===== config.mk =====
export PLATFORM = sky130hd
export DESIGN_NAME = dcp_cmd_decode
export DESIGN_NICKNAME = d
export VERILOG_FILES = /design/src/hw/dcp_pkg.sv /design/src/hw/dcp_cmd_decode.sv
export VERILOG_INCLUDE_DIRS = /design/src /design/src/hw
export SDC_FILE = /design/constraint.sdc
export NUM_CORES = 1
export LEC_CHECK = 0
export BUFFER_PORTS_ARGS = -buffer_cell sky130_fd_sc_hd__buf_4
export CAP_MARGIN = 10
export CORE_AREA = 2 2 39 41
export DETAILED_ROUTE_END_ITERATION = 6
export DIE_AREA = 0 0 41 43
export PLACE_DENSITY = 0.59
export SLEW_MARGIN = 10
export SYNTH_ARGS = -nofsm -noshare
export SYNTH_HDL_FRONTEND = slang
export SYNTH_SLANG_ARGS = --single-unit

===== constraint.sdc =====
create_clock -name clk -period 1.1 [get_ports clk]
set_input_delay 0 -clock clk [delete_from_list [all_inputs] [get_ports clk]]
set_output_delay 0 -clock clk [all_outputs]
set_load 0.02 [all_outputs]

===== src/hw/dcp_consts.svh =====
`ifndef DCP_CONSTS_SVH
`define DCP_CONSTS_SVH

// command codes
`define DCP_CMD_D           8'h44

// dump line geometry
`define DCP_WORDS_PER_DUMP  8
`define DCP_HEX_DIGITS      8

// data memory size
`define DCP_MEM_DEPTH       256
`define DCP_MEM_AW          8

// console characters
`define DCP_CHAR_DASH       8'h2D
`define DCP_CHAR_COLON      8'h3A
`define DCP_CHAR_CR         8'h0D
`define DCP_CHAR_LF         8'h0A

`endif


===== src/hw/dcp_pkg.sv =====
`include "dcp_consts.svh"

package dcp_pkg;

    typedef logic [7:0]             byte_t;
    typedef logic [31:0]            word_t;
    typedef logic [`DCP_MEM_AW-1:0] mem_addr_t;

    // 0 prints the low byte as a character, 1 prints a word as hex digits
    typedef logic                   print_kind_t;

    typedef enum logic [2:0] {
        INIT,
        SCAN,
        PRINT_HDR,
        PRINT_ADDR,
        PRINT_COLON,
        FETCH,
        PRINT_DATA,
        FINISH
    } dump_state_t;

    typedef enum logic [1:0] {
        RX_IDLE,
        RX_COLLECT,
        RX_ACK
    } rx_state_t;

    typedef enum logic [1:0] {
        TX_IDLE,
        TX_SEND,
        TX_ACK,
        TX_RELEASE
    } tx_state_t;

endpackage


===== src/hw/dcp_cmd_decode.sv =====
`timescale 1ns/1ps
`include "dcp_consts.svh"

module dcp_cmd_decode
    import dcp_pkg::*;
(
    input  logic  clk,
    input  logic  rstn,
    input  logic  rx_valid,
    input  byte_t rx_byte,
    input  logic  finish,
    output byte_t sel_mode
);
    logic idle;
    logic is_cmd;

    // a new command is only taken while nothing runs
    assign idle = (sel_mode == 8'h00);

    // only D is known so far
    assign is_cmd = (rx_byte == `DCP_CMD_D);

    always_ff @(posedge clk or negedge rstn) begin
        if (!rstn) begin
            sel_mode <= '0;
        end else if (finish) begin
            // command done, back to listening
            sel_mode <= '0;
        end else if (idle && rx_valid && is_cmd) begin
            sel_mode <= rx_byte;
        end
    end

endmodule


==> flow_metrics.py <==
metrics = {
    "placement": {
        "place.gp.congestion": 0.6839,
        "pre_cts_ws_ns": -0.01249,
        "io_buffers": 19,
    },
    "global_route": {
        "first_global_vias": 262,
        "grt_first_pass_wirelength_um": 1014,
        "grt_max_degree": 11,
        "globalRouteOverflowTotal": 0,
        "antenna_found_initial": 0,
        "gr-usage-all-layers_pct": 9.321,
    },
    "power": {
        "ir_drop_uv": 439.3,
        "power.leakage_nw": 0.2798,
        "finalPower_w": 0.0005724,
        "power_density_nw_per_um2": 1014,
    },
    "clock_tree": {
        "clk_latency_ns": 0.25,
        "cts_tree": "done",
        "cts_root_buf": "clkbuf_4",
        "path_clk_slew_ns": 0.06,
        "h-tree-depth": 1,
        "cts_resized": 0,
        "clock_path_buffers": 2,
        "post-cts-setup-buffer-count": 0,
        "cts-buffers-inserted": 3,
        "cts.sinks": 8,
    },
    "sta": {
        "fin_crit_sh_pct": 99.64,
        "finalClockSkew_ns": 0.006384,
        "fmax_mhz": 912.3,
        "rsz0062_at_grt": "true",
        "setup_slack_ns": 0.003923,
        "maxSlewViolCount": 0,
        "hold_viol_final": 0,
        "tns_ns": 0,
        "max-slew-margin-rel_pct": 85.66,
        "period_needed_ns": 1.096,
        "setup_violations": 0,
        "worstMarginPinSlew_ns": 0.2133,
    },
    "finish": {
        "largest_reg_flops": 8,
        "synthToLayoutAreaGrowth_pct": 68.91,
        "n_antenna_cell": 0,
        "largest_register": "sel_mode",
        "top_regs": "sel_mode x8",
        "fill_cells": 143,
        "fin_nets": 66,
        "layout-drive-gt1-share_pct": 59.62,
    },
    "setup_path": {
        "cp-end-kind": "flip-flop",
        "start_kind": "flip-flop",
        "cp.arrival_ns": 1.25,
        "setup.worst_path.class": "reg -> reg",
        "worstPathRequired_ns": 1.25,
        "path_max_fanout": 2,
    },
    "detailed_routing": {
        "wl_um": 663,
        "viasPerCell": 4.118,
        "drt_iter0_markers": 3,
        "vias": 280,
        "dr.pass1.iters": 2,
        "wl_per_cell_um": 9.750,
        "ant_nets": 0,
        "drc": 0,
    },
    "hold_path": {
        "hp-class": "in -> reg",
    },
    "floorplanning": {
        "ios": 20,
        "start_util_pct": 24.14,
        "coreArea_um2": 1384,
        "fp.dieH_um": 43,
        "die_area_um2": 1763,
        "dieWidth_um": 41,
        "rows": 14,
    },
    "synthesis": {
        "yosysWarnings": 0,
        "synthCells": 25,
        "async_flop_share_pct": 100.0,
        "ys_top_cells_by_area": "dfrtp_1 (60%), nor2b_1 (11%), nor4b_2 (9.0%)",
        "synth_fp_nets": 37,
        "synth_top_area_share_pct": 59.93,
        "yosysMostFrequentCell": "dfrtp_1",
        "netlist_area_um2": 334.1,
        "yosys.area.top_type": "dfrtp_1",
        "synth_edf_count": 0,
        "synthFlopType": "dfrtp_1",
        "ys_ff_latch": 8,
        "syn_avg_cell_area_um2": 13.36,
        "ys_seq_area_share_pct": 59.93,
        "synthTopCellsByCount": "dfrtp_1 (8), nor2b_1 (6), nor4b_2 (2), o31ai_1 (2)",
        "synth_cell_type_count": 11,
    },
    "status": {
        "outcome": "finished, final reports clean",
    },
    "job": {
        "drv_cap": 0,
    },
}
## power breakdown
group	leakage (nW)	switching (W)	internal [W]
sequential	0.108	0.000000130	0.000295
combinational	0.158	0.0000183	0.0000364
clock	0.0138	0.0000981	0.000125
total	0.280	0.000117	0.000456
## final timing paths
| check | from | to | slack, ns | cells after the start |
|---|---|---|---|---|
| max | sel_mode[2] | sel_mode[2] | 0.004 | 3 |
| min | rx_byte[5] | sel_mode[6] | 0.04 | 4 |
| max reg2reg | sel_mode[2] | sel_mode[2] | 0.004 | 3 |
| min reg2reg | sel_mode[6] | sel_mode[6] | 0.53 | 2 |
| max in group asynchronous | rstn | sel_mode[2] | 0.87 | 2 |
| min in group asynchronous | rstn | sel_mode[0] | 0.09 | 2 |
## cell type report
class	instances	area, um^2	area share, %
multi-input cells	17	133.9	23.72
clock buffers	3	22.52	3.991
well taps	16	20.02	3.548
flip-flops and latches	8	202.7	35.92
repair buffers	24	185.2	32.82
## per-stage QoR
| stage | hold slack [ns] | area, um^2 | cells | util (%) |
|---|---|---|---|---|
| 3_3_place_gp | -0.1780 | 521.8 | 63 | 37.70 |
| 6_report | 0.03789 | 564.3 | 68 | 40.78 |
| 3_5_place_dp | -0.1774 | 521.8 | 63 | 37.70 |
| 4_1_cts | 0.03427 | 564.3 | 68 | 40.78 |
| 5_1_grt | 0.05736 | 564.3 | 68 | 40.78 |
| 2_1_floorplan | -0.2956 | 336.6 | 25 | - |
## worst max-delay path: stages (launching register included)
cell and delay [ns]:
dfrtp_2 0.41, nor4_2 0.28, nand3_1 0.12, o31ai_1 0.19
## timing repair
item | 4_1_cts | 5_1_grt
pin swaps | 0 | 0
hold buffers | 2 | 0
endpoints found under the hold margin | 15 | 0
endpoints found under the setup margin | 2 | 2
## cells by family after synthesis
kind of cell     after synthesis  share of synthesized area [%]
AND/OR/NAND/NOR               15                          35.58
AO/OA/AOI/OAI                  2                          4.493
flip-flops                     8                          59.92
## cell usage in the layout, fill, tap and decap left out
| cell type | Yosys | final |
|---|---|---|
| or2b_1 | 1 | 1 |
| o31ai_1 | 2 | 2 |
| nor2_1 | 1 | 1 |
| nor4b_2 | 2 | 2 |
| nor4_2 | 1 | 1 |
| nor3b_2 | 1 | 1 |
| nor2b_1 | 6 | 6 |
| buf_4 | 0 | 22 |
| nand2_1 | 1 | 1 |
| nand3_1 | 1 | 1 |
| nand2b_1 | 1 | 1 |
| dfrtp_1 | 8 | 6 |
| dlygate4sd3_1 | 0 | 2 |
| dfrtp_2 | 0 | 2 |
| clkbuf_4 | 0 | 3 |
## metal layers
metal | track usage [%] | up-vias | wire length [um]
met1 | 10.93 | 126 | 297
met3 | 3.141 | 0 | 54
met2 | 11.88 | 12 | 311
met5 | 0 | - | 0
met4 | 10.00 | 0 | 0
li1 | - | 142 | -
No activity file was read; power rests on OpenSTA's default activity.
