### src/hw/dcp_consts.svh
`ifndef DCP_CONSTS_SVH
`define DCP_CONSTS_SVH

// command codes
`define DCP_CMD_D           8'h44

// dump line geometry
`define DCP_WORDS_PER_DUMP  8
`define DCP_HEX_DIGITS      8

// data memory size
`define DCP_MEM_DEPTH       256
`define DCP_MEM_AW          8

// console characters
`define DCP_CHAR_DASH       8'h2D
`define DCP_CHAR_COLON      8'h3A
`define DCP_CHAR_CR         8'h0D
`define DCP_CHAR_LF         8'h0A

`endif

### src/hw/dcp_pkg.sv
`include "dcp_consts.svh"

package dcp_pkg;

    typedef logic [7:0]             byte_t;
    typedef logic [31:0]            word_t;
    typedef logic [`DCP_MEM_AW-1:0] mem_addr_t;

    // 0 prints the low byte as a character, 1 prints a word as hex digits
    typedef logic                   print_kind_t;

    typedef enum logic [2:0] {
        INIT,
        SCAN,
        PRINT_HDR,
        PRINT_ADDR,
        PRINT_COLON,
        FETCH,
        PRINT_DATA,
        FINISH
    } dump_state_t;

    typedef enum logic [1:0] {
        RX_IDLE,
        RX_COLLECT,
        RX_ACK
    } rx_state_t;

    typedef enum logic [1:0] {
        TX_IDLE,
        TX_SEND,
        TX_ACK,
        TX_RELEASE
    } tx_state_t;

endpackage

### src/hw/dcp_link_if.sv
`timescale 1ns/1ps

// level request, one-cycle acknowledge
interface dcp_link_if
    import dcp_pkg::*;
();
    logic        req;
    print_kind_t kind;
    word_t       wdata;
    word_t       rdata;
    logic        empty;
    logic        ack;

    // the dump sequencer side
    modport requester (
        output req,
        output kind,
        output wdata,
        input  rdata,
        input  empty,
        input  ack
    );

    // scanner and printer side
    modport server (
        input  req,
        input  kind,
        input  wdata,
        output rdata,
        output empty,
        output ack
    );
endinterface

### src/hw/dcp_tx_printer.sv
`timescale 1ns/1ps
`include "dcp_consts.svh"

module dcp_tx_printer
    import dcp_pkg::*;
(
    input  logic       clk,
    input  logic       rstn,
    dcp_link_if.server link,
    input  logic       tx_ready,
    output logic       tx_valid,
    output byte_t      tx_byte
);
    localparam int            NW       = $clog2(`DCP_HEX_DIGITS);
    localparam logic [NW-1:0] LAST_NIB = NW'(`DCP_HEX_DIGITS - 1);

    tx_state_t     state;
    print_kind_t   kind_q;
    word_t         data_q;
    logic [NW-1:0] nib_cnt;
    logic [3:0]    nibble;
    logic          last;

    // upper-case hex digit for one nibble
    function automatic byte_t hex_char(input logic [3:0] n);
        if (n < 4'd10) begin
            return 8'h30 + {4'h0, n};
        end
        return 8'h37 + {4'h0, n};
    endfunction

    // most significant nibble goes out first
    assign nibble = data_q[4 * (LAST_NIB - nib_cnt) +: 4];
    assign last   = (kind_q == 1'b0) || (nib_cnt == LAST_NIB);

    assign tx_valid = (state == TX_SEND) && tx_ready;
    assign tx_byte  = kind_q ? hex_char(nibble) : data_q[7:0];

    assign link.ack   = (state == TX_ACK);
    assign link.rdata = data_q;
    assign link.empty = 1'b0;

    always_ff @(posedge clk or negedge rstn) begin
        if (!rstn) begin
            state   <= TX_IDLE;
            nib_cnt <= '0;
        end else begin
            case (state)
                TX_IDLE: begin
                    if (link.req) begin
                        nib_cnt <= '0;
                        state   <= TX_SEND;
                    end
                end
                TX_SEND: begin
                    // stall while the console is not ready
                    if (tx_ready) begin
                        if (last) begin
                            state <= TX_ACK;
                        end else begin
                            nib_cnt <= nib_cnt + 1'b1;
                        end
                    end
                end
                TX_ACK: begin
                    state <= TX_RELEASE;
                end
                TX_RELEASE: begin
                    if (!link.req) begin
                        state <= TX_IDLE;
                    end
                end
                default: begin
                    state <= TX_IDLE;
                end
            endcase
        end
    end

    // job operands latched once at start
    always_ff @(posedge clk) begin
        if (state == TX_IDLE && link.req) begin
            kind_q <= link.kind;
            data_q <= link.wdata;
        end
    end

endmodule

### src/flat_wrapper.sv
// flat-port wrapper written by rule: the top's interface ports become plain ports
module dcp_tx_printer_flat import dcp_pkg::*;
  (clk, rstn, tx_ready, tx_valid, tx_byte, link_req, link_kind, link_wdata, link_rdata, link_empty, link_ack);
  dcp_link_if link_i ();
  input  logic clk;
  input  logic rstn;
  input  logic tx_ready;
  output logic tx_valid;
  output byte_t tx_byte;
  input wire logic [$bits(link_i.req)-1:0] link_req;
  input wire logic [$bits(link_i.kind)-1:0] link_kind;
  input wire logic [$bits(link_i.wdata)-1:0] link_wdata;
  output wire logic [$bits(link_i.rdata)-1:0] link_rdata;
  output wire logic [$bits(link_i.empty)-1:0] link_empty;
  output wire logic [$bits(link_i.ack)-1:0] link_ack;
  assign link_i.req = link_req;
  assign link_i.kind = link_kind;
  assign link_i.wdata = link_wdata;
  assign link_rdata = link_i.rdata;
  assign link_empty = link_i.empty;
  assign link_ack = link_i.ack;
  dcp_tx_printer u_core (.clk(clk), .rstn(rstn), .link(link_i), .tx_ready(tx_ready), .tx_valid(tx_valid), .tx_byte(tx_byte));
endmodule
### config.mk
export PLATFORM = sky130hd
export DESIGN_NAME = dcp_tx_printer_flat
export DESIGN_NICKNAME = d
export VERILOG_FILES = /design/src/hw/dcp_pkg.sv /design/src/hw/dcp_link_if.sv /design/src/hw/dcp_tx_printer.sv /design/src/flat_wrapper.sv
export VERILOG_INCLUDE_DIRS = /design/src /design/src/hw
export SDC_FILE = /design/constraint.sdc
export NUM_CORES = 1
export LEC_CHECK = 0
export BUFFER_PORTS_ARGS = -buffer_cell sky130_fd_sc_hd__buf_2
export CELL_PAD_IN_SITES_DETAIL_PLACEMENT = 0
export CELL_PAD_IN_SITES_GLOBAL_PLACEMENT = 2
export CORE_UTILIZATION = 30
export CTS_CLUSTER_DIAMETER = 120
export DETAILED_ROUTE_END_ITERATION = 7
export GPL_ROUTABILITY_DRIVEN = 0
export PLACE_DENSITY_LB_ADDON = 0.1
export SETUP_SLACK_MARGIN = 0.05
export SLEW_MARGIN = 0
export SYNTH_ARGS = -nofsm -noshare
export SYNTH_HDL_FRONTEND = slang
export SYNTH_SLANG_ARGS = --single-unit
### constraint.sdc
create_clock -name clk -period 2.81 [get_ports clk]
set_input_delay 0.281 -clock clk [delete_from_list [all_inputs] [get_ports clk]]
set_output_delay 0.281 -clock clk [all_outputs]
set_load 0.01 [all_outputs]
==> impl_metrics.toml <==
[yosys]
synth_warnings = 0
yosys.area.top_type = "edfxtp_1"
synth_nets = 153
netlist_instances = 109
async_flop_share_pct = 13.2
synth_edf_count = 33
synth-main-ff-cell = "edfxtp_1"
synth-seq-cells = 38
synthTopCellsByCount = "edfxtp_1, mux4_2, ha_1, dfrtp_1, inv_1"
synth.area.top_cells = "edfxtp_1, mux4_2, dfrtp_1"
synth_top_area_share_pct = 55.5
avgSynthCellArea_sq_um = 16.4
syn_area_sq_um = 1780
yosysSeqAreaShare_pct = 62.6
ys_types = 40
yosysMostFrequentCell = "edfxtp_1"

[run]
max-cap-violations = 0

[sta]
fin_crit_ps = 2660
slew_violations = 0
rsz0062_at_grt = "no"
finalSetupViolCount = 0
fin_skew_ps = 6.07
hold_violations = 0
layout_setup_ws_ps = 154
fin_crit_sh_pct = 94.5
max_freq_mhz = 376
tns_ps = 0
hold_ws_ps = 156

[critical_path]
crit_type = "reg2out"
critPathMaxFanout = 4
cp-end-kind = "output pin"
crit_path_start_kind = "flop"
r2r_slack_ps = 930
crit_required_ps = 2530
worstPathArrival_ps = 2380
critPathBufInv = 3
crit_family = "multiplexers"
crit_path_max_incr_delay_ps = 480
cpMaxStageDelayCell = "mux4_2"
path_cells = "buf_6, mux4_2, mux2_4, clkinv_2, ha_1, and2_4, o31ai_2, buf_2"

[global_routing]
track_usage_pct = 14.5
grt_max_degree = 18
grt_pass1_vias = 1323
grt-ovfl-total = 0
antenna_found_initial = 0
grt_pass1_wl_um = 6690

[final_layout]
syn2layout_area_growth_pct = 33.6
drive_gt1_share_pct = 56.6
nNetsFinal = 241
antennaDiodeCount = 0

[clock_tree]
cts-root-buf = "clkbuf_8"
cts_buffers = 5
clk_pin_slew_ps = 80
cts.sinks = 38
clkLatencyLatePin_ps = 290
cts_tree = "built"
clockBufferDepth = 2
htreeDepth = 2

[place]
io_buffers = 78
place_worst_setup_slack_ps = 419
dp_hpwl_um = 3370

[drt]
dr.pass1.iters = 4
postRouteAntennaNets = 0
drt-initial-drc-count = 55
drc = 0
wirelength_um = 4270
num_vias = 1282
wl_per_cell_um = 15.8
vias_per_cell = 4.75

[pwr]
p_leak_nw = 1.00
report.power.total_mw = 2.11
powerDensity_nw_per_um2 = 883
ir_worst_vdd_v = 0.000345

[floorplanning]
dieArea_sq_um = 6260
initial_core_util_pct = 31.8
boundaryPins = 80
fp-row-count = 27
core_sq_um = 5610
die_w_um = 79.1
die_y_um = 79.1

[status]
status = "complete, no violations"

[min_path]
hold_path.class = "in2reg"
[flip-flops by register name, summed over array words and instances, names as in the netlist]
register	cells
u_core.nib_cnt	3
u_core.state	2
u_core.kind_q	1
u_core.link.rdata	32
[power by group]
group          switching (mW)  total [mW]  leakage, nW  internal, mW
clock network           0.199       0.369       0.0416         0.170
registers              0.0908       0.841        0.366         0.750
logic                   0.463       0.896        0.594         0.433
[logic make-up after synthesis]
group	Yosys count	synth area share, %
compound gates	19	8.56
other cells	1	0.210
mux	15	14.7
fa+ha+maj	7	4.91
simple gates	18	5.61
buf+inv	11	3.44
flops	38	62.6
[timing repair]
| action | 4_1_cts | 5_1_grt |
|---|---|---|
| gates resized for setup | 0 | 4 |
| setup buffers | 0 | 2 |
| endpoints found under the hold margin | 5 | 0 |
| hold buffers | 1 | 0 |
| endpoints found under the setup margin | 0 | 4 |
[layout by cell type, fill, tap and decap left out, drive strengths merged, types with 2 or more instances in the layout]
cell type	Yosys	final
nand2	2	2
clkbuf	1	5
clkinv	1	3
edfxtp	33	33
and2	4	4
a31oi	2	2
nand3	2	2
nor2b	2	2
nor2	4	4
a21oi	3	3
a22o	2	2
mux4	8	8
o21ai	4	4
nand2b	2	2
mux2	4	4
buf	3	84
inv	6	6
mux2i	3	3
ha	7	7
dfrtp	5	5
[worst paths after layout]
kind                              startpoint              endpoint  depth (start not counted)
max in group asynchronous               rstn     u_core.nib_cnt[2]                          2
min in group asynchronous               rstn       u_core.state[1]                          2
setup / recovery           u_core.nib_cnt[0]            tx_byte[1]                          8
setup reg to reg           u_core.nib_cnt[0]     u_core.nib_cnt[0]                          7
hold / removal                 link_wdata[8]  u_core.link.rdata[8]                          1
hold reg to reg              u_core.state[1]       u_core.state[1]                          1
[layer usage]
layer,vias to the layer above,share of wire (%),global-route usage [%]
met3,5,7.6,4.60
met1,620,43,18.4
met4,0,1.1,3.82
met5,-,0,0
li1,599,-,-
met2,58,49,23.7
[cell type report]
| type | instances | area [sq um] |
|---|---|---|
| clock inverters | 3 | 16.3 |
| multi-input cells | 60 | 614 |
| clock buffers | 5 | 68.8 |
| flip-flops and latches | 38 | 1120 |
| inverters | 7 | 27.5 |
| repair buffers | 85 | 449 |
| well taps | 72 | 90.1 |
| fillers | 562 | 3220 |
[through the flow]
| step | instance area [sq um] | std cells | util, % |
|---|---|---|---|
| after detailed placement | 2260 | 259 | 40.3 |
| after global placement | 2260 | 259 | 40.3 |
| after floorplan | 1780 | 109 | - |
| after CTS | 2360 | 268 | 42.0 |
| after global routing | 2380 | 270 | 42.5 |
| final | 2380 | 270 | 42.5 |
No activity file was read; power rests on OpenSTA's default activity.
