## src/hw/dcp_consts.svh

```systemverilog
`ifndef DCP_CONSTS_SVH
`define DCP_CONSTS_SVH

// command codes
`define DCP_CMD_D           8'h44

// dump line geometry
`define DCP_WORDS_PER_DUMP  8
`define DCP_HEX_DIGITS      8

// data memory size
`define DCP_MEM_DEPTH       256
`define DCP_MEM_AW          8

// console characters
`define DCP_CHAR_DASH       8'h2D
`define DCP_CHAR_COLON      8'h3A
`define DCP_CHAR_CR         8'h0D
`define DCP_CHAR_LF         8'h0A

`endif

```

## src/hw/dcp_pkg.sv

```systemverilog
`include "dcp_consts.svh"

package dcp_pkg;

    typedef logic [7:0]             byte_t;
    typedef logic [31:0]            word_t;
    typedef logic [`DCP_MEM_AW-1:0] mem_addr_t;

    // 0 prints the low byte as a character, 1 prints a word as hex digits
    typedef logic                   print_kind_t;

    typedef enum logic [2:0] {
        INIT,
        SCAN,
        PRINT_HDR,
        PRINT_ADDR,
        PRINT_COLON,
        FETCH,
        PRINT_DATA,
        FINISH
    } dump_state_t;

    typedef enum logic [1:0] {
        RX_IDLE,
        RX_COLLECT,
        RX_ACK
    } rx_state_t;

    typedef enum logic [1:0] {
        TX_IDLE,
        TX_SEND,
        TX_ACK,
        TX_RELEASE
    } tx_state_t;

endpackage

```

## src/hw/dcp_link_if.sv

```systemverilog
`timescale 1ns/1ps

// level request, one-cycle acknowledge
interface dcp_link_if
    import dcp_pkg::*;
();
    logic        req;
    print_kind_t kind;
    word_t       wdata;
    word_t       rdata;
    logic        empty;
    logic        ack;

    // the dump sequencer side
    modport requester (
        output req,
        output kind,
        output wdata,
        input  rdata,
        input  empty,
        input  ack
    );

    // scanner and printer side
    modport server (
        input  req,
        input  kind,
        input  wdata,
        output rdata,
        output empty,
        output ack
    );
endinterface

```

## src/hw/dcp_rx_scanner.sv

```systemverilog
`timescale 1ns/1ps
`include "dcp_consts.svh"

module dcp_rx_scanner
    import dcp_pkg::*;
(
    input  logic       clk,
    input  logic       rstn,
    input  logic       rx_valid,
    input  byte_t      rx_byte,
    dcp_link_if.server link
);
    rx_state_t  state;
    word_t      acc;
    logic       got_digit;
    logic       ack_q;
    logic       take;
    logic       is_hex;
    logic [3:0] hex_nib;

    // ascii hex digit, either case
    always_comb begin
        is_hex  = 1'b1;
        hex_nib = 4'h0;
        if (rx_byte >= 8'h30 && rx_byte <= 8'h39) begin
            hex_nib = rx_byte[3:0];
        end else if ((rx_byte >= 8'h41 && rx_byte <= 8'h46) ||
                     (rx_byte >= 8'h61 && rx_byte <= 8'h66)) begin
            hex_nib = rx_byte[3:0] + 4'd9;
        end else begin
            is_hex = 1'b0;
        end
    end

    // bytes only count while a request is open
    assign take = rx_valid && link.req && (state == RX_COLLECT);

    assign link.rdata = acc;
    assign link.empty = !got_digit;
    assign link.ack   = ack_q;

    always_ff @(posedge clk or negedge rstn) begin
        if (!rstn) begin
            state     <= RX_IDLE;
            got_digit <= 1'b0;
            ack_q     <= 1'b0;
        end else begin
            ack_q <= 1'b0;
            case (state)
                RX_IDLE: begin
                    if (link.req) begin
                        got_digit <= 1'b0;
                        state     <= RX_COLLECT;
                    end
                end
                RX_COLLECT: begin
                    if (take && rx_byte == `DCP_CHAR_CR) begin
                        ack_q <= 1'b1;
                        state <= RX_ACK;
                    end else if (take && is_hex) begin
                        got_digit <= 1'b1;
                    end
                end
                RX_ACK: begin
                    // hold off until the requester lets go
                    if (!link.req) begin
                        state <= RX_IDLE;
                    end
                end
                default: begin
                    state <= RX_IDLE;
                end
            endcase
        end
    end

    // shift in digits, older ones fall off the top
    always_ff @(posedge clk) begin
        if (state == RX_IDLE) begin
            acc <= '0;
        end else if (take && is_hex) begin
            acc <= {acc[27:0], hex_nib};
        end
    end

endmodule

```

## src/flat_wrapper.sv

```systemverilog
// flat-port wrapper written by rule: the top's interface ports become plain ports
module dcp_rx_scanner_flat import dcp_pkg::*;
  (clk, rstn, rx_valid, rx_byte, link_req, link_kind, link_wdata, link_rdata, link_empty, link_ack);
  dcp_link_if link_i ();
  input  logic clk;
  input  logic rstn;
  input  logic rx_valid;
  input  byte_t rx_byte;
  input wire logic [$bits(link_i.req)-1:0] link_req;
  input wire logic [$bits(link_i.kind)-1:0] link_kind;
  input wire logic [$bits(link_i.wdata)-1:0] link_wdata;
  output wire logic [$bits(link_i.rdata)-1:0] link_rdata;
  output wire logic [$bits(link_i.empty)-1:0] link_empty;
  output wire logic [$bits(link_i.ack)-1:0] link_ack;
  assign link_i.req = link_req;
  assign link_i.kind = link_kind;
  assign link_i.wdata = link_wdata;
  assign link_rdata = link_i.rdata;
  assign link_empty = link_i.empty;
  assign link_ack = link_i.ack;
  dcp_rx_scanner u_core (.clk(clk), .rstn(rstn), .rx_valid(rx_valid), .rx_byte(rx_byte), .link(link_i));
endmodule
```

## config.mk

```make
export PLATFORM = sky130hd
export DESIGN_NAME = dcp_rx_scanner_flat
export DESIGN_NICKNAME = d
export VERILOG_FILES = /design/src/hw/dcp_pkg.sv /design/src/hw/dcp_link_if.sv /design/src/hw/dcp_rx_scanner.sv /design/src/flat_wrapper.sv
export VERILOG_INCLUDE_DIRS = /design/src /design/src/hw
export SDC_FILE = /design/constraint.sdc
export NUM_CORES = 1
export LEC_CHECK = 0
export BUFFER_PORTS_ARGS = -buffer_cell sky130_fd_sc_hd__buf_4
export CORE_UTILIZATION = 30
export CTS_CLUSTER_DIAMETER = 50
export DETAILED_ROUTE_END_ITERATION = 8
export PLACE_DENSITY = 0.53
export SLEW_MARGIN = 5
export SYNTH_ARGS = -nofsm -noshare
export SYNTH_HDL_FRONTEND = slang
export SYNTH_SLANG_ARGS = --single-unit
```

## constraint.sdc

```tcl
create_clock -name clk -period 2.3 [get_ports clk]
set_clock_uncertainty 0.15 [all_clocks]
set_input_delay 0.23 -clock clk [delete_from_list [all_inputs] [get_ports clk]]
set_output_delay 0.23 -clock clk [all_outputs]
set_load 0.02 [all_outputs]
```

==> impl_metrics.py <==
metrics = {
    "status": {
        "status": "complete, no violations",
    },
    "worst_setup_path": {
        "critical_path_class": "reg -> reg",
        "crit_path_end_kind": "flip-flop",
        "arrival_ns": 2.18,
        "critPathSlowestCell": "or4_4",
        "cp-start-kind": "flip-flop",
        "worstPathCellList": "nand4b_2 -> buf_4 -> or4_4 -> nand3_1 -> a21oi_1",
        "cp_data_required_time_ns": 2.30,
        "slowest_delay_ns": 0.74,
        "cp_max_fo": 29,
    },
    "power": {
        "switching_share_pct": 29.6,
        "p_seq_share_pct": 48.4,
        "total_power_mw": 1.54,
        "intPower_mw": 1.08,
        "vdd_drop_max_uv": 229,
        "p_leak_nw": 0.899,
        "p_per_area_nw_per_um2": 680,
        "switching_power_mw": 0.455,
        "share_comb_of_total_power_pct": 20.8,
        "pwr-share-clk_pct": 30.8,
    },
    "clock_network": {
        "clk_path_buf_depth": 2,
        "htree_levels": 2,
        "cts_setup_buffers": 0,
        "cts_tree": "built",
        "cts_resized": 0,
        "cts_buffers": 5,
        "clock-root-buffer": "clkbuf_8",
        "clk_latency_ns": 0.29,
        "clock-sinks": 36,
        "path_clk_slew_ns": 0.07,
    },
    "drt": {
        "wl_per_cell_um": 14.0,
        "routed_wl_mm": 4.28,
        "drt-pass1-iter-count": 4,
        "final_antenna_net_count": 0,
        "vias": 1519,
        "via_per_inst": 4.98,
        "drc": 0,
        "dr.first_iter.drc_count": 88,
    },
    "finish": {
        "mostFrequentLayoutCell": "buf_4",
        "drive_gt1_share_pct": 40.4,
        "final_cell_mix": "59 x buf_4, 32 x dfxtp_1, 28 x o21ai_1, 19 x a21oi_1, 18 x nand3_1",
        "nets": 282,
        "post-route-util_pct": 43.8,
        "fin_cells": 305,
        "final_cell_area_um2": 2260,
        "nFillCells": 531,
        "num_antenna_cells": 0,
        "area_growth_pct": 38.0,
    },
    "grt": {
        "grt_pass1_vias": 1487,
        "grt_max_degree": 33,
        "antenna_found_initial": 0,
        "grt.total_usage_pct": 15.7,
        "grt-ovfl-total": 0,
        "grt_pass1_wl_mm": 7.33,
    },
    "synth": {
        "ys.flop_type": "dfxtp_1",
        "postSynthCellCount": 179,
        "postSynth.asyncResetShare_pct": 11.1,
        "synth-edff-count": 0,
        "yosys_warnings": 0,
        "syn_avg_cell_area_um2": 9.17,
        "synth_fp_nets": 227,
        "ys_seq_elements": 36,
        "ys_seq_area_share_pct": 45.1,
        "ys_types": 34,
        "syn_area_um2": 1640,
    },
    "timing": {
        "max_slew_margin_pct": 31.3,
        "finalCriticalPeriod_ns": 2.18,
        "finalSetupViolCount": 0,
        "finalMaxSlewViolations": 0,
        "hold_viol": 0,
        "worst_pin_slew_ns": 1.02,
        "rsz0062_at_grt": "true",
        "fmax_mhz": 459,
        "post-route-period-util_pct": 94.8,
    },
    "die": {
        "die_area_um2": 5770,
        "dieHeight_um": 76.0,
        "core_um2": 5170,
        "io_pins": 79,
        "start_util_pct": 31.7,
        "rows": 26,
        "die_w_um": 76.0,
    },
    "placement": {
        "io_buffer_count": 45,
        "place_area_um2": 2150,
        "routabilityCongestion": 0.719,
        "dp.final_hpwl_mm": 2.77,
        "post-place-cells": 295,
    },
    "worst_hold_path": {
        "hp-class": "in -> reg",
    },
    "job": {
        "maxCapViolCount": 0,
    },
}
power by group through the flow:
stage	combinational (mW)	sequential (mW)	clock [mW]
after global placement	0.316	0.760	0
final	0.320	0.745	0.474
after CTS	0.323	0.747	0.485
after floorplan	0.0935	0.816	0
after detailed placement	0.320	0.760	0
after global routing	0.343	0.758	0.511
state kept, by name, indices dropped and copies added, names as in the netlist:
register,cells
u_core.got_digit,1
u_core.link.rdata,32
u_core.state,2
u_core.link.ack,1
worst max-delay path, delay by kind of cell, from the launching register on:
family,cells,cell delay [ns]
AO/OA/AOI/OAI,1,0.07
flip-flops,1,0.39
buffers and inverters,1,0.22
AND/OR/NAND/NOR,3,1.21
path summary, 6_finish.rpt:
path / slack, ns / endpoint / cells after the start / startpoint
hold / removal: 0.08 / u_core.state[1] / 3 / link_req
setup / recovery: 0.12 / u_core.link.rdata[30] / 5 / u_core.state[1]
hold reg to reg: 0.31 / u_core.link.rdata[28] / 2 / u_core.link.rdata[28]
setup reg to reg: 0.12 / u_core.link.rdata[30] / 5 / u_core.state[1]
max in group asynchronous: 1.79 / u_core.got_digit / 2 / rstn
min in group asynchronous: 0.12 / u_core.link.ack / 2 / rstn
cell type report:
cell class              instances  area [µm²]  area share (%)
repair buffers                 62         493            21.8
flip-flops and latches         36         741            32.7
multi-input cells             125         835            36.9
inverters                       4        15.0           0.663
clock inverters                 1        7.51           0.331
clock buffers                   7        86.3            3.81
well taps                      70        87.6            3.87
cells in the mapped netlist (4+ instances only):
cell type / count / area [µm²]
a21oi_1: 19 / 95.1
clkbuf_1: 6 / 22.5
nand2_1: 5 / 18.8
nand3_1: 18 / 90.1
dfxtp_1: 32 / 641
nor3_1: 5 / 25.0
o21ai_1: 28 / 140
dfrtp_1: 4 / 100
a21oi_2: 10 / 87.6
nand3_2: 10 / 100
nor2_1: 4 / 15.0
buf_2: 6 / 30.0
inv_1: 4 / 15.0
metal layers:
layer | wire length [µm] | part of all wire [%] | GRT usage [%]
met1 | 2160 | 50 | 21.8
met2 | 1930 | 45 | 24.5
met3 | 122 | 2.8 | 2.51
met4 | 69 | 1.6 | 5.77
met5 | 0 | 0 | 0
timing repair:
action                                 CTS  global route
setup endpoints to repair               12             1
endpoints found under the hold margin    4             0
hold buffers                             1             0
gates cloned                             1             0
pin swaps                                1             0
through the flow:
| step | hold slack, ns | setup TNS (ns) | worst slack (ns) |
|---|---|---|---|
| after detailed placement | -0.122 | -2.77 | -0.232 |
| after global routing | 0.101 | -0.0166 | -0.0166 |
| final | 0.0763 | 0 | 0.120 |
| after floorplan | -0.216 | 0 | 0.348 |
| after CTS | 0.0611 | 0 | 0.113 |
| after global placement | -0.122 | -3.18 | -0.237 |
cell families after synthesis:
group | after synthesis | synth area share [%]
AO/OA/AOI/OAI | 66 | 23.6
XOR/XNOR | 1 | 0.534
adder cells (fa/ha/maj) | 3 | 2.29
buffers and inverters | 19 | 5.72
flip-flops | 36 | 45.1
multiplexers | 2 | 1.22
AND/OR/NAND/NOR | 52 | 21.6
Power figures use the tool's default switching activity.
