[src/hw/dcp_consts.svh]
`ifndef DCP_CONSTS_SVH
`define DCP_CONSTS_SVH

// command codes
`define DCP_CMD_D           8'h44

// dump line geometry
`define DCP_WORDS_PER_DUMP  8
`define DCP_HEX_DIGITS      8

// data memory size
`define DCP_MEM_DEPTH       256
`define DCP_MEM_AW          8

// console characters
`define DCP_CHAR_DASH       8'h2D
`define DCP_CHAR_COLON      8'h3A
`define DCP_CHAR_CR         8'h0D
`define DCP_CHAR_LF         8'h0A

`endif

[src/hw/dcp_pkg.sv]
`include "dcp_consts.svh"

package dcp_pkg;

    typedef logic [7:0]             byte_t;
    typedef logic [31:0]            word_t;
    typedef logic [`DCP_MEM_AW-1:0] mem_addr_t;

    // 0 prints the low byte as a character, 1 prints a word as hex digits
    typedef logic                   print_kind_t;

    typedef enum logic [2:0] {
        INIT,
        SCAN,
        PRINT_HDR,
        PRINT_ADDR,
        PRINT_COLON,
        FETCH,
        PRINT_DATA,
        FINISH
    } dump_state_t;

    typedef enum logic [1:0] {
        RX_IDLE,
        RX_COLLECT,
        RX_ACK
    } rx_state_t;

    typedef enum logic [1:0] {
        TX_IDLE,
        TX_SEND,
        TX_ACK,
        TX_RELEASE
    } tx_state_t;

endpackage

[src/hw/dcp_link_if.sv]
`timescale 1ns/1ps

// level request, one-cycle acknowledge
interface dcp_link_if
    import dcp_pkg::*;
();
    logic        req;
    print_kind_t kind;
    word_t       wdata;
    word_t       rdata;
    logic        empty;
    logic        ack;

    // the dump sequencer side
    modport requester (
        output req,
        output kind,
        output wdata,
        input  rdata,
        input  empty,
        input  ack
    );

    // scanner and printer side
    modport server (
        input  req,
        input  kind,
        input  wdata,
        output rdata,
        output empty,
        output ack
    );
endinterface

[src/hw/dcp_dump.sv]
`timescale 1ns/1ps
`include "dcp_consts.svh"

module dcp_dump
    import dcp_pkg::*;
(
    input  logic          clk,
    input  logic          rstn,
    input  byte_t         sel_mode,
    dcp_link_if.requester rx_link,
    dcp_link_if.requester tx_link,
    output mem_addr_t     mem_addr,
    input  word_t         mem_rdata,
    output logic          finish
);
    localparam int             WCW       = $clog2(`DCP_WORDS_PER_DUMP);
    localparam logic [WCW-1:0] LAST_WORD = WCW'(`DCP_WORDS_PER_DUMP - 1);

    dump_state_t    state;
    logic           rx_req;
    logic           tx_req;
    logic           hdr_cnt;
    logic           trl_cnt;
    logic [WCW-1:0] word_cnt;
    word_t          cur_addr;
    word_t          last_addr;
    logic           start;

    // sel_mode is still set in the finish cycle, so mask it
    assign start = (sel_mode == `DCP_CMD_D) && !finish;

    assign rx_link.req   = rx_req;
    assign rx_link.kind  = 1'b1;
    assign rx_link.wdata = last_addr;
    assign tx_link.req   = tx_req;

    // reads wrap on the low address bits
    assign mem_addr = cur_addr[`DCP_MEM_AW-1:0];

    // what to print, held steady for the whole request
    always_comb begin
        tx_link.kind  = 1'b0;
        tx_link.wdata = '0;
        case (state)
            PRINT_HDR: begin
                tx_link.wdata = hdr_cnt ? {24'h0, `DCP_CHAR_DASH}
                                        : {24'h0, `DCP_CMD_D};
            end
            PRINT_ADDR: begin
                tx_link.kind  = 1'b1;
                tx_link.wdata = cur_addr;
            end
            PRINT_COLON: begin
                tx_link.wdata = {24'h0, `DCP_CHAR_COLON};
            end
            PRINT_DATA: begin
                tx_link.kind  = 1'b1;
                tx_link.wdata = mem_rdata;
            end
            FINISH: begin
                tx_link.wdata = trl_cnt ? {24'h0, `DCP_CHAR_LF}
                                        : {24'h0, `DCP_CHAR_CR};
            end
            default: begin
                tx_link.wdata = '0;
            end
        endcase
    end

    always_ff @(posedge clk or negedge rstn) begin
        if (!rstn) begin
            state     <= INIT;
            rx_req    <= 1'b0;
            tx_req    <= 1'b0;
            hdr_cnt   <= 1'b0;
            trl_cnt   <= 1'b0;
            word_cnt  <= '0;
            last_addr <= '0;
            finish    <= 1'b0;
        end else begin
            finish <= 1'b0;
            case (state)
                INIT: begin
                    if (start) begin
                        state <= SCAN;
                    end
                end
                SCAN: begin
                    if (rx_link.ack) begin
                        rx_req <= 1'b0;
                        state  <= PRINT_HDR;
                    end else begin
                        rx_req <= 1'b1;
                    end
                end
                PRINT_HDR: begin
                    // "D" then "-"
                    if (tx_link.ack) begin
                        tx_req  <= 1'b0;
                        hdr_cnt <= ~hdr_cnt;
                        if (hdr_cnt) begin
                            state <= PRINT_ADDR;
                        end
                    end else begin
                        tx_req <= 1'b1;
                    end
                end
                PRINT_ADDR: begin
                    if (tx_link.ack) begin
                        tx_req <= 1'b0;
                        state  <= PRINT_COLON;
                    end else begin
                        tx_req <= 1'b1;
                    end
                end
                PRINT_COLON: begin
                    if (tx_link.ack) begin
                        tx_req   <= 1'b0;
                        word_cnt <= '0;
                        state    <= FETCH;
                    end else begin
                        tx_req <= 1'b1;
                    end
                end
                FETCH: begin
                    state <= PRINT_DATA;
                end
                PRINT_DATA: begin
                    if (tx_link.ack) begin
                        tx_req   <= 1'b0;
                        word_cnt <= word_cnt + 1'b1;
                        state    <= (word_cnt == LAST_WORD) ? FINISH : FETCH;
                    end else begin
                        tx_req <= 1'b1;
                    end
                end
                FINISH: begin
                    // CR then LF, finish goes with the LF ack
                    if (tx_link.ack) begin
                        tx_req  <= 1'b0;
                        trl_cnt <= ~trl_cnt;
                        if (trl_cnt) begin
                            last_addr <= cur_addr + 1'b1;
                            finish    <= 1'b1;
                            state     <= INIT;
                        end
                    end else begin
                        tx_req <= 1'b1;
                    end
                end
                default: begin
                    state <= INIT;
                end
            endcase
        end
    end

    // start address, then step once per word after the first
    always_ff @(posedge clk) begin
        if (state == SCAN && rx_link.ack) begin
            cur_addr <= rx_link.empty ? last_addr : rx_link.rdata;
        end else if (state == FETCH && word_cnt != '0) begin
            cur_addr <= cur_addr + 1'b1;
        end
    end

endmodule

[src/flat_wrapper.sv]
// flat-port wrapper written by rule: the top's interface ports become plain ports
module dcp_dump_flat import dcp_pkg::*;
  (clk, rstn, sel_mode, mem_addr, mem_rdata, finish, rx_link_req, rx_link_kind, rx_link_wdata, rx_link_rdata, rx_link_empty, rx_link_ack, tx_link_req, tx_link_kind, tx_link_wdata, tx_link_rdata, tx_link_empty, tx_link_ack);
  dcp_link_if rx_link_i ();
  dcp_link_if tx_link_i ();
  input  logic clk;
  input  logic rstn;
  input  byte_t sel_mode;
  output mem_addr_t mem_addr;
  input  word_t mem_rdata;
  output logic finish;
  output wire logic [$bits(rx_link_i.req)-1:0] rx_link_req;
  output wire logic [$bits(rx_link_i.kind)-1:0] rx_link_kind;
  output wire logic [$bits(rx_link_i.wdata)-1:0] rx_link_wdata;
  input wire logic [$bits(rx_link_i.rdata)-1:0] rx_link_rdata;
  input wire logic [$bits(rx_link_i.empty)-1:0] rx_link_empty;
  input wire logic [$bits(rx_link_i.ack)-1:0] rx_link_ack;
  output wire logic [$bits(tx_link_i.req)-1:0] tx_link_req;
  output wire logic [$bits(tx_link_i.kind)-1:0] tx_link_kind;
  output wire logic [$bits(tx_link_i.wdata)-1:0] tx_link_wdata;
  input wire logic [$bits(tx_link_i.rdata)-1:0] tx_link_rdata;
  input wire logic [$bits(tx_link_i.empty)-1:0] tx_link_empty;
  input wire logic [$bits(tx_link_i.ack)-1:0] tx_link_ack;
  assign rx_link_req = rx_link_i.req;
  assign rx_link_kind = rx_link_i.kind;
  assign rx_link_wdata = rx_link_i.wdata;
  assign rx_link_i.rdata = rx_link_rdata;
  assign rx_link_i.empty = rx_link_empty;
  assign rx_link_i.ack = rx_link_ack;
  assign tx_link_req = tx_link_i.req;
  assign tx_link_kind = tx_link_i.kind;
  assign tx_link_wdata = tx_link_i.wdata;
  assign tx_link_i.rdata = tx_link_rdata;
  assign tx_link_i.empty = tx_link_empty;
  assign tx_link_i.ack = tx_link_ack;
  dcp_dump u_core (.clk(clk), .rstn(rstn), .sel_mode(sel_mode), .rx_link(rx_link_i), .tx_link(tx_link_i), .mem_addr(mem_addr), .mem_rdata(mem_rdata), .finish(finish));
endmodule
[config.mk]
export PLATFORM = sky130hd
export DESIGN_NAME = dcp_dump_flat
export DESIGN_NICKNAME = d
export VERILOG_FILES = /design/src/hw/dcp_pkg.sv /design/src/hw/dcp_link_if.sv /design/src/hw/dcp_dump.sv /design/src/flat_wrapper.sv
export VERILOG_INCLUDE_DIRS = /design/src /design/src/hw
export SDC_FILE = /design/constraint.sdc
export NUM_CORES = 1
export LEC_CHECK = 0
export BUFFER_PORTS_ARGS = -buffer_cell sky130_fd_sc_hd__buf_4
export CAP_MARGIN = 20
export CORE_AREA = 2 2 109 101
export CTS_CLUSTER_DIAMETER = 200
export DETAILED_ROUTE_END_ITERATION = 8
export DIE_AREA = 0 0 111 103
export HOLD_SLACK_MARGIN = 0.05
export PLACE_DENSITY = 0.76
export SLEW_MARGIN = 20
export SYNTH_ARGS = -nofsm -noshare
export SYNTH_HDL_FRONTEND = slang
export SYNTH_SLANG_ARGS = --single-unit
[constraint.sdc]
create_clock -name clk -period 3.9 [get_ports clk]
set_input_delay 0.39 -clock clk [delete_from_list [all_inputs] [get_ports clk]]
set_output_delay 0.39 -clock clk [all_outputs]
set_load 0.02 [all_outputs]
==> results.yml, run 1 <==
status:
  status: "finished clean"
clocking:
  hold_buffers: 0
  cts_setup_buffers: 0
  htree_num_levels: 3
  cts_tree: "built"
  cts_buffer_depth: 2
  cts.sinks: 75
  cts-root-buf: "clkbuf_16"
  clock_latency_ns: 0.33
  cts_buffers: 9
  clk_transition_reported_paths_ns: 0.06
  post_cts_resized: 0
drt:
  vias_per_cell: 5.51
  post-route-drc-count: 0
  vias: 4102
  drt_wl_total_mm: 12.8
  route.detailed.wl_per_inst_um: 17.2
  dr.pass1.iters: 4
  drt_iter0_drc: 281
  ant_nets: 0
timing:
  fin_crit_ns: 2.94
  relSlewSlack_pct: 52.9
  post-route-period-util_pct: 75.4
  skew_ns: 0.00744
  slew_violations: 0
  final_hold_viol_count: 0
  fmax_mhz: 340
  fin_tns_setup_ns: 0
  worst_slew_pin_slew_ns: 0.706
  setup_viol: 0
  rsz0062_at_grt: "no"
worst_setup_path:
  crit_fanout: 21
  path_cells: "nand2_1, nor2_2, buf_4, a22o_1, buf_4"
  endpoint_kind: "output port"
  crit_family: "flip-flops"
  critPathLaunchType: "flop"
  rr_endpoint: "u_core.rx_link.wdata[6]$_DFFE_PN0P_"
  path_buf_inv: 2
  ff2ff_setup_slack_ns: 1.38
  crit_top_cell: "buf_4"
  cp_slowest_cell: "dfrtp_1"
  rr_startpoint: "u_core.state[0]$_DFFE_PN0P_"
  reg2reg_depth: 5
  arrival_ns: 2.55
  path_class: "reg2out"
  critPathRequiredTime_ns: 3.51
  cpPeakStageDelay_ns: 0.76
global_route:
  grt_util_met2_pct: 38.7
  top_usage_layer: "met2"
  grt_pass1_wl_mm: 20.4
  grt_pass1_vias: 4008
  grt-ovfl-total: 0
  grt_usage_pct: 22.2
  grt_max_degree: 65
  grtUsageMet1_pct: 29.5
  use_met3_pct: 4.06
  antenna_found_initial: 0
yosys:
  avgSynthCellArea_um2: 9.29
  ys_ff_latch: 75
  yosysTopAreaCellShare_pct: 24.2
  synth.net_count: 592
  async_flop_share_pct: 57.3
  yosysSeqAreaShare_pct: 45.9
  yosysWarnings: 0
  synth_common_cells: "a21oi_1 (65), nor2_1 (49), dfrtp_1 (43), edfxtp_1 (32)"
  synthMostInstantiatedCell: "a21oi_1"
  yosys.cell_types.count: 43
  synth_ff_type: "dfrtp_1"
  netlist_area_um2: 4440
  synth.area.top_cells: "dfrtp_1 (24%), edfxtp_1 (22%), a21oi_1 (7.3%)"
  synth_largest_area_cell: "dfrtp_1"
  synth_edf_count: 32
  synthCells: 478
placement:
  io_buffers: 152
  gp_congestion: 0.821
  hpwl_mm: 8.81
power_and_ir_drop:
  p_seq_share_pct: 35.4
  power_switching_w: 0.00199
  clkPwrFrac_pct: 17.9
  swShare_pct: 43.0
  p_leak_nw: 2.39
  power_density_nw_per_um2: 784
  power_frac_comb_pct: 46.7
  p_int_w: 0.00264
  vdd_drop_max_uv: 462
layout:
  diodes: 0
  layout.nets: 720
  drive_gt1_share_pct: 30.3
  synthToLayoutAreaGrowth_pct: 33.3
  seqCellArea_um2: 2040
  nFillCells: 919
  utilization_pct: 56.9
  multiInputGateArea_um2: 2200
job:
  max_cap_violations: 0
floorplanning:
  std_cell_rows: 36
  die_h_um: 103
  ios: 187
  fp.dieW_um: 111
  initial_core_util_pct: 42.7
  core_area_um2: 10400
  dieArea_um2: 11400
min_path:
  hp-class: "in2async"
==> kinds of logic (layout without fill, tap and decap cells) <==
logic type / count (synthesis) / count (layout) / synth area share [%]
DFF: 75 / 75 / 45.9
adders and majority gates: 4 / 4 / 1.13
buffers and inverters: 50 / 183 / 5.02
xor gates and xnor gates: 32 / 32 / 6.31
other: 1 / 1 / 0.0845
muxes: 3 / 3 / 0.705
AOI/OAI and AO/OA: 149 / 149 / 21.3
and+or+nand+nor: 164 / 164 / 19.6
==> worst max path at each step <==
stage	to	from	cells after the start
final	tx_link_wdata[16]	u_core.state[0]$_DFFE_PN0P_	5
after global routing	tx_link_wdata[16]	u_core.state[0]$_DFFE_PN0P_	5
after CTS	tx_link_wdata[16]	u_core.state[0]$_DFFE_PN0P_	5
after detailed placement	tx_link_wdata[16]	u_core.state[0]$_DFFE_PN0P_	5
after global placement	tx_link_wdata[16]	u_core.state[0]$_DFFE_PN0P_	5
after floorplan	u_core.cur_addr[0]$_DFFE_PP_	u_core.state[1]$_DFFE_PN0P_	4
==> sequential cells by signal (all words and copies together), names as in the netlist <==
signal	cells
u_core.cur_addr	32
u_core.tx_link.req	1
u_core.rx_link.req	1
u_core.finish	1
u_core.trl_cnt	1
u_core.state	3
u_core.word_cnt	3
u_core.hdr_cnt	1
u_core.rx_link.wdata	32
==> power by group through the flow <==
stage / Combinational [W] / Sequential, W / Clock (W)
final: 0.00217 / 0.00164 / 0.000829
after global routing: 0.00235 / 0.00169 / 0.000882
after CTS: 0.00218 / 0.00164 / 0.000843
after detailed placement: 0.00217 / 0.00164 / 0
after global placement: 0.00212 / 0.00162 / 0
after floorplan: 0.00118 / 0.00172 / 0
==> placed cells by master, fill, tap and decap left out, types with 3 or more instances in the layout <==
cell       synthesis  layout
a211oi_1          31      31
a21oi_1           65      65
a22o_1            25      25
a31oi_1            3       3
and3_1             3       3
and4_1             3       3
buf_4              9     158
clkbuf_16          0       9
dfrtp_1           43      43
edfxtp_1          32      32
ha_1               4       4
inv_1              9       9
nand2_1           27      27
nand3_1           12      12
nand4_1            7       7
nor2_1            49      47
nor2b_1           31      31
nor3_1            10       8
nor4_1             8       8
o21ai_0           16      16
o31ai_1            3       3
xnor2_1           25      25
xor2_1             7       7
==> per-stage QoR <==
stage / area (um^2) / total power [W] / std cells / hold slack (ns) / setup WS, ns
6_report: 5920 / 0.00464 / 744 / 0.0653 / 0.959
5_1_grt: 5920 / 0.00492 / 744 / 0.102 / 0.819
3_5_place_dp: 5620 / 0.00382 / 728 / 0.449 / 1.34
2_1_floorplan: 4440 / 0.00290 / 478 / 0.0944 / 0.320
4_1_cts: 5920 / 0.00466 / 744 / 0.0897 / 0.973
3_3_place_gp: 5620 / 0.00375 / 728 / 0.437 / 1.39
==> worst reg2reg max path, cell delays in order (launching register included) <==
cell     delay (ns)
dfrtp_1        0.76
nand3_1        0.37
nor2_4         0.61
buf_4          0.46
nor2_1         0.10
a21oi_1        0.15
==> area by class of cell <==
class | instances | share of cell area [%]
inverters | 9 | 0.571
multi-input cells | 353 | 37.2
clock buffers | 10 | 3.87
flip-flops and latches | 75 | 34.4
repair buffers | 158 | 20.0
clock inverters | 6 | 1.14
well taps | 133 | 2.81
==> layer usage <==
| metal | wire length [um] | vias up | share of wire (%) |
|---|---|---|---|
| li1 | - | 1996 | - |
| met4 | 99 | 0 | 0.77 |
| met5 | 0 | - | 0 |
| met1 | 5670 | 1964 | 44 |
| met3 | 708 | 7 | 5.5 |
| met2 | 6310 | 135 | 49 |
(Power assumes the default switching activity.)
==> run 2, diff against run 1 <==
Clock period 3.9 ns to 2.64 ns, I/O delays scaled along.
==> results.yml, run 2 (synthesis results as in run 1) <==
status:
  status: "finished clean"
floorplanning:
  die_h_um: 103
  fp.dieW_um: 111
  std_cell_rows: 36
  dieArea_um2: 11400
  initial_core_util_pct: 42.7
  ios: 187
  core_area_um2: 10400
power_and_ir_drop:
  power_density_nw_per_um2: 1150
  p_leak_nw: 2.43
  vdd_drop_max_uv: 909
placement:
  place_area_um2: 5690
  hpwl_mm: 8.96
  io_buffers: 152
  placedCellCount: 735
  gp_congestion: 0.796
worst_setup_path:
  path_class: "reg2reg"
  rr_startpoint: "u_core.cur_addr[1]$_DFFE_PP_"
  critPathLaunchType: "flop"
  endpoint_kind: "flop"
  crit_fanout: 7
  cp_slowest_cell: "nor4_1"
  arrival_ns: 2.39
  ff2ff_setup_slack_ns: 0.30
  cpPeakStageDelay_ns: 0.47
  critPathRequiredTime_ns: 2.70
  path_cells: "ha_1, nand2_1, or2_0, nor4_1, xnor2_1, a21oi_1"
  rr_endpoint: "u_core.cur_addr[26]$_DFFE_PP_"
  reg2reg_depth: 6
layout:
  postLayoutCellArea_um2: 5980
  final_cell_mix: "buf_4 (164), a21oi_1 (65), nor2_1 (47)"
  drive_gt1_share_pct: 30.9
  synthToLayoutAreaGrowth_pct: 34.6
  diodes: 0
  layout_commonest_cell: "buf_4"
  layout.nets: 728
  fin_cells: 752
drt:
  top_layer: "met4"
  drt_wl_total_mm: 12.9
  drt_iter0_drc: 233
  vias: 4206
  m1WireLength_mm: 5.77
  vias_per_cell: 5.59
  dr_wl_met3_um: 693
  post-route-drc-count: 0
  dr.pass1.iters: 6
  wl_met2_mm: 6.27
  route.detailed.wl_per_inst_um: 17.1
  ant_nets: 0
global_route:
  grt-ovfl-total: 0
  grt_usage_pct: 22.4
  grt_pass1_vias: 4062
  grt_max_degree: 65
  grt_pass1_wl_mm: 20.4
  antenna_found_initial: 0
clocking:
  htree_num_levels: 3
  clock_latency_ns: 0.32
  cts-root-buf: "clkbuf_16"
  cts_tree: "built"
  clk_transition_reported_paths_ns: 0.06
  post_cts_resized: 0
  cts_buffers: 9
  cts_setup_buffers: 0
  cts_buffer_depth: 2
  cts.sinks: 75
min_path:
  hp-class: "in2reg"
  whs_endpoint: "u_core.rx_link.req$_DFFE_PN0N_"
  hold_path_startpoint: "rx_link_ack"
  hold_depth: 2
timing:
  fin_crit_ns: 2.34
  slew_violations: 0
  rsz0062_at_grt: "no"
  relSlewSlack_pct: 56.1
  setup_viol: 0
  post-route-period-util_pct: 88.5
  final_hold_viol_count: 0
  worst_slew_pin_slew_ns: 0.659
  skew_ns: 0.00840
  fin_tns_setup_ns: 0
  fmax_mhz: 428
job:
  max_cap_violations: 0
## run 2: cell count changes in the layout (fill, tap and decap cells not counted), sizes merged
cell	change
clkbuf	+2
buf	+7
dlygate4sd3	+1
clkinvlp	-1
bufinv	-1
## run 2: final cells by class
class / count / area (um^2)
tap: 133 / 166
clock inverter: 4 / 26.3
clock buffer: 12 / 246
sequential: 75 / 2040
timing repair buffer: 166 / 1260
inverter: 9 / 33.8
multi-input combinational: 353 / 2210
fill: 950 / 4430
## run 2: worst max-delay path by stage
| stage | start | end | slack [ns] | cells after the start |
|---|---|---|---|---|
| finish | u_core.cur_addr[1]$_DFFE_PP_ | u_core.cur_addr[26]$_DFFE_PP_ | 0.30 | 6 |
| global route | u_core.state[0]$_DFFE_PN0P_ | tx_link_wdata[16] | 0.17 | 5 |
| CTS | u_core.state[0]$_DFFE_PN0P_ | tx_link_wdata[16] | 0.33 | 5 |
| detailed placement | u_core.cur_addr[1]$_DFFE_PP_ | u_core.cur_addr[26]$_DFFE_PP_ | 0.37 | 6 |
| global placement | u_core.cur_addr[1]$_DFFE_PP_ | u_core.cur_addr[26]$_DFFE_PP_ | 0.42 | 6 |
| floorplan | u_core.state[1]$_DFFE_PN0P_ | u_core.cur_addr[0]$_DFFE_PP_ | 0.02 | 4 |
## run 2: metal layers
| metal | up-vias | track usage (%) |
|---|---|---|
| li1 | 2016 | - |
| met1 | 2015 | 30.1 |
| met2 | 163 | 38.3 |
| met3 | 12 | 3.35 |
| met4 | 0 | 6.44 |
| met5 | - | 0 |
## run 2: metrics by stage
step | util [%] | hold WS, ns | setup slack, ns | total power, W
floorplan | - | -0.0316 | 0.0192 | 0.00428
global placement | 54.7 | 0.309 | 0.418 | 0.00560
detailed placement | 54.7 | 0.318 | 0.365 | 0.00571
CTS | 57.4 | 0.142 | 0.335 | 0.00686
global route | 57.4 | 0.160 | 0.168 | 0.00725
finish | 57.4 | 0.158 | 0.304 | 0.00685
## run 2: worst max-delay path, delay by kind of cell, from the launching register on
family	cells	cell delay, ns
and+or+nand+nor	3	1.09
xor gates and xnor gates	1	0.20
AOI/OAI and AO/OA	1	0.10
adders and majority gates	1	0.26
DFF	1	0.43
## run 2: power by group
part / internal (W) / switching, W / total [W]
Sequential: 0.00182 / 0.000553 / 0.00237
Clock: 0.000661 / 0.000470 / 0.00113
Combinational: 0.00141 / 0.00194 / 0.00335
## run 2: timing repair
action,CTS,global route
hold buffers,1,0
endpoints found under the setup margin,0,0
hold endpoints to repair,43,0
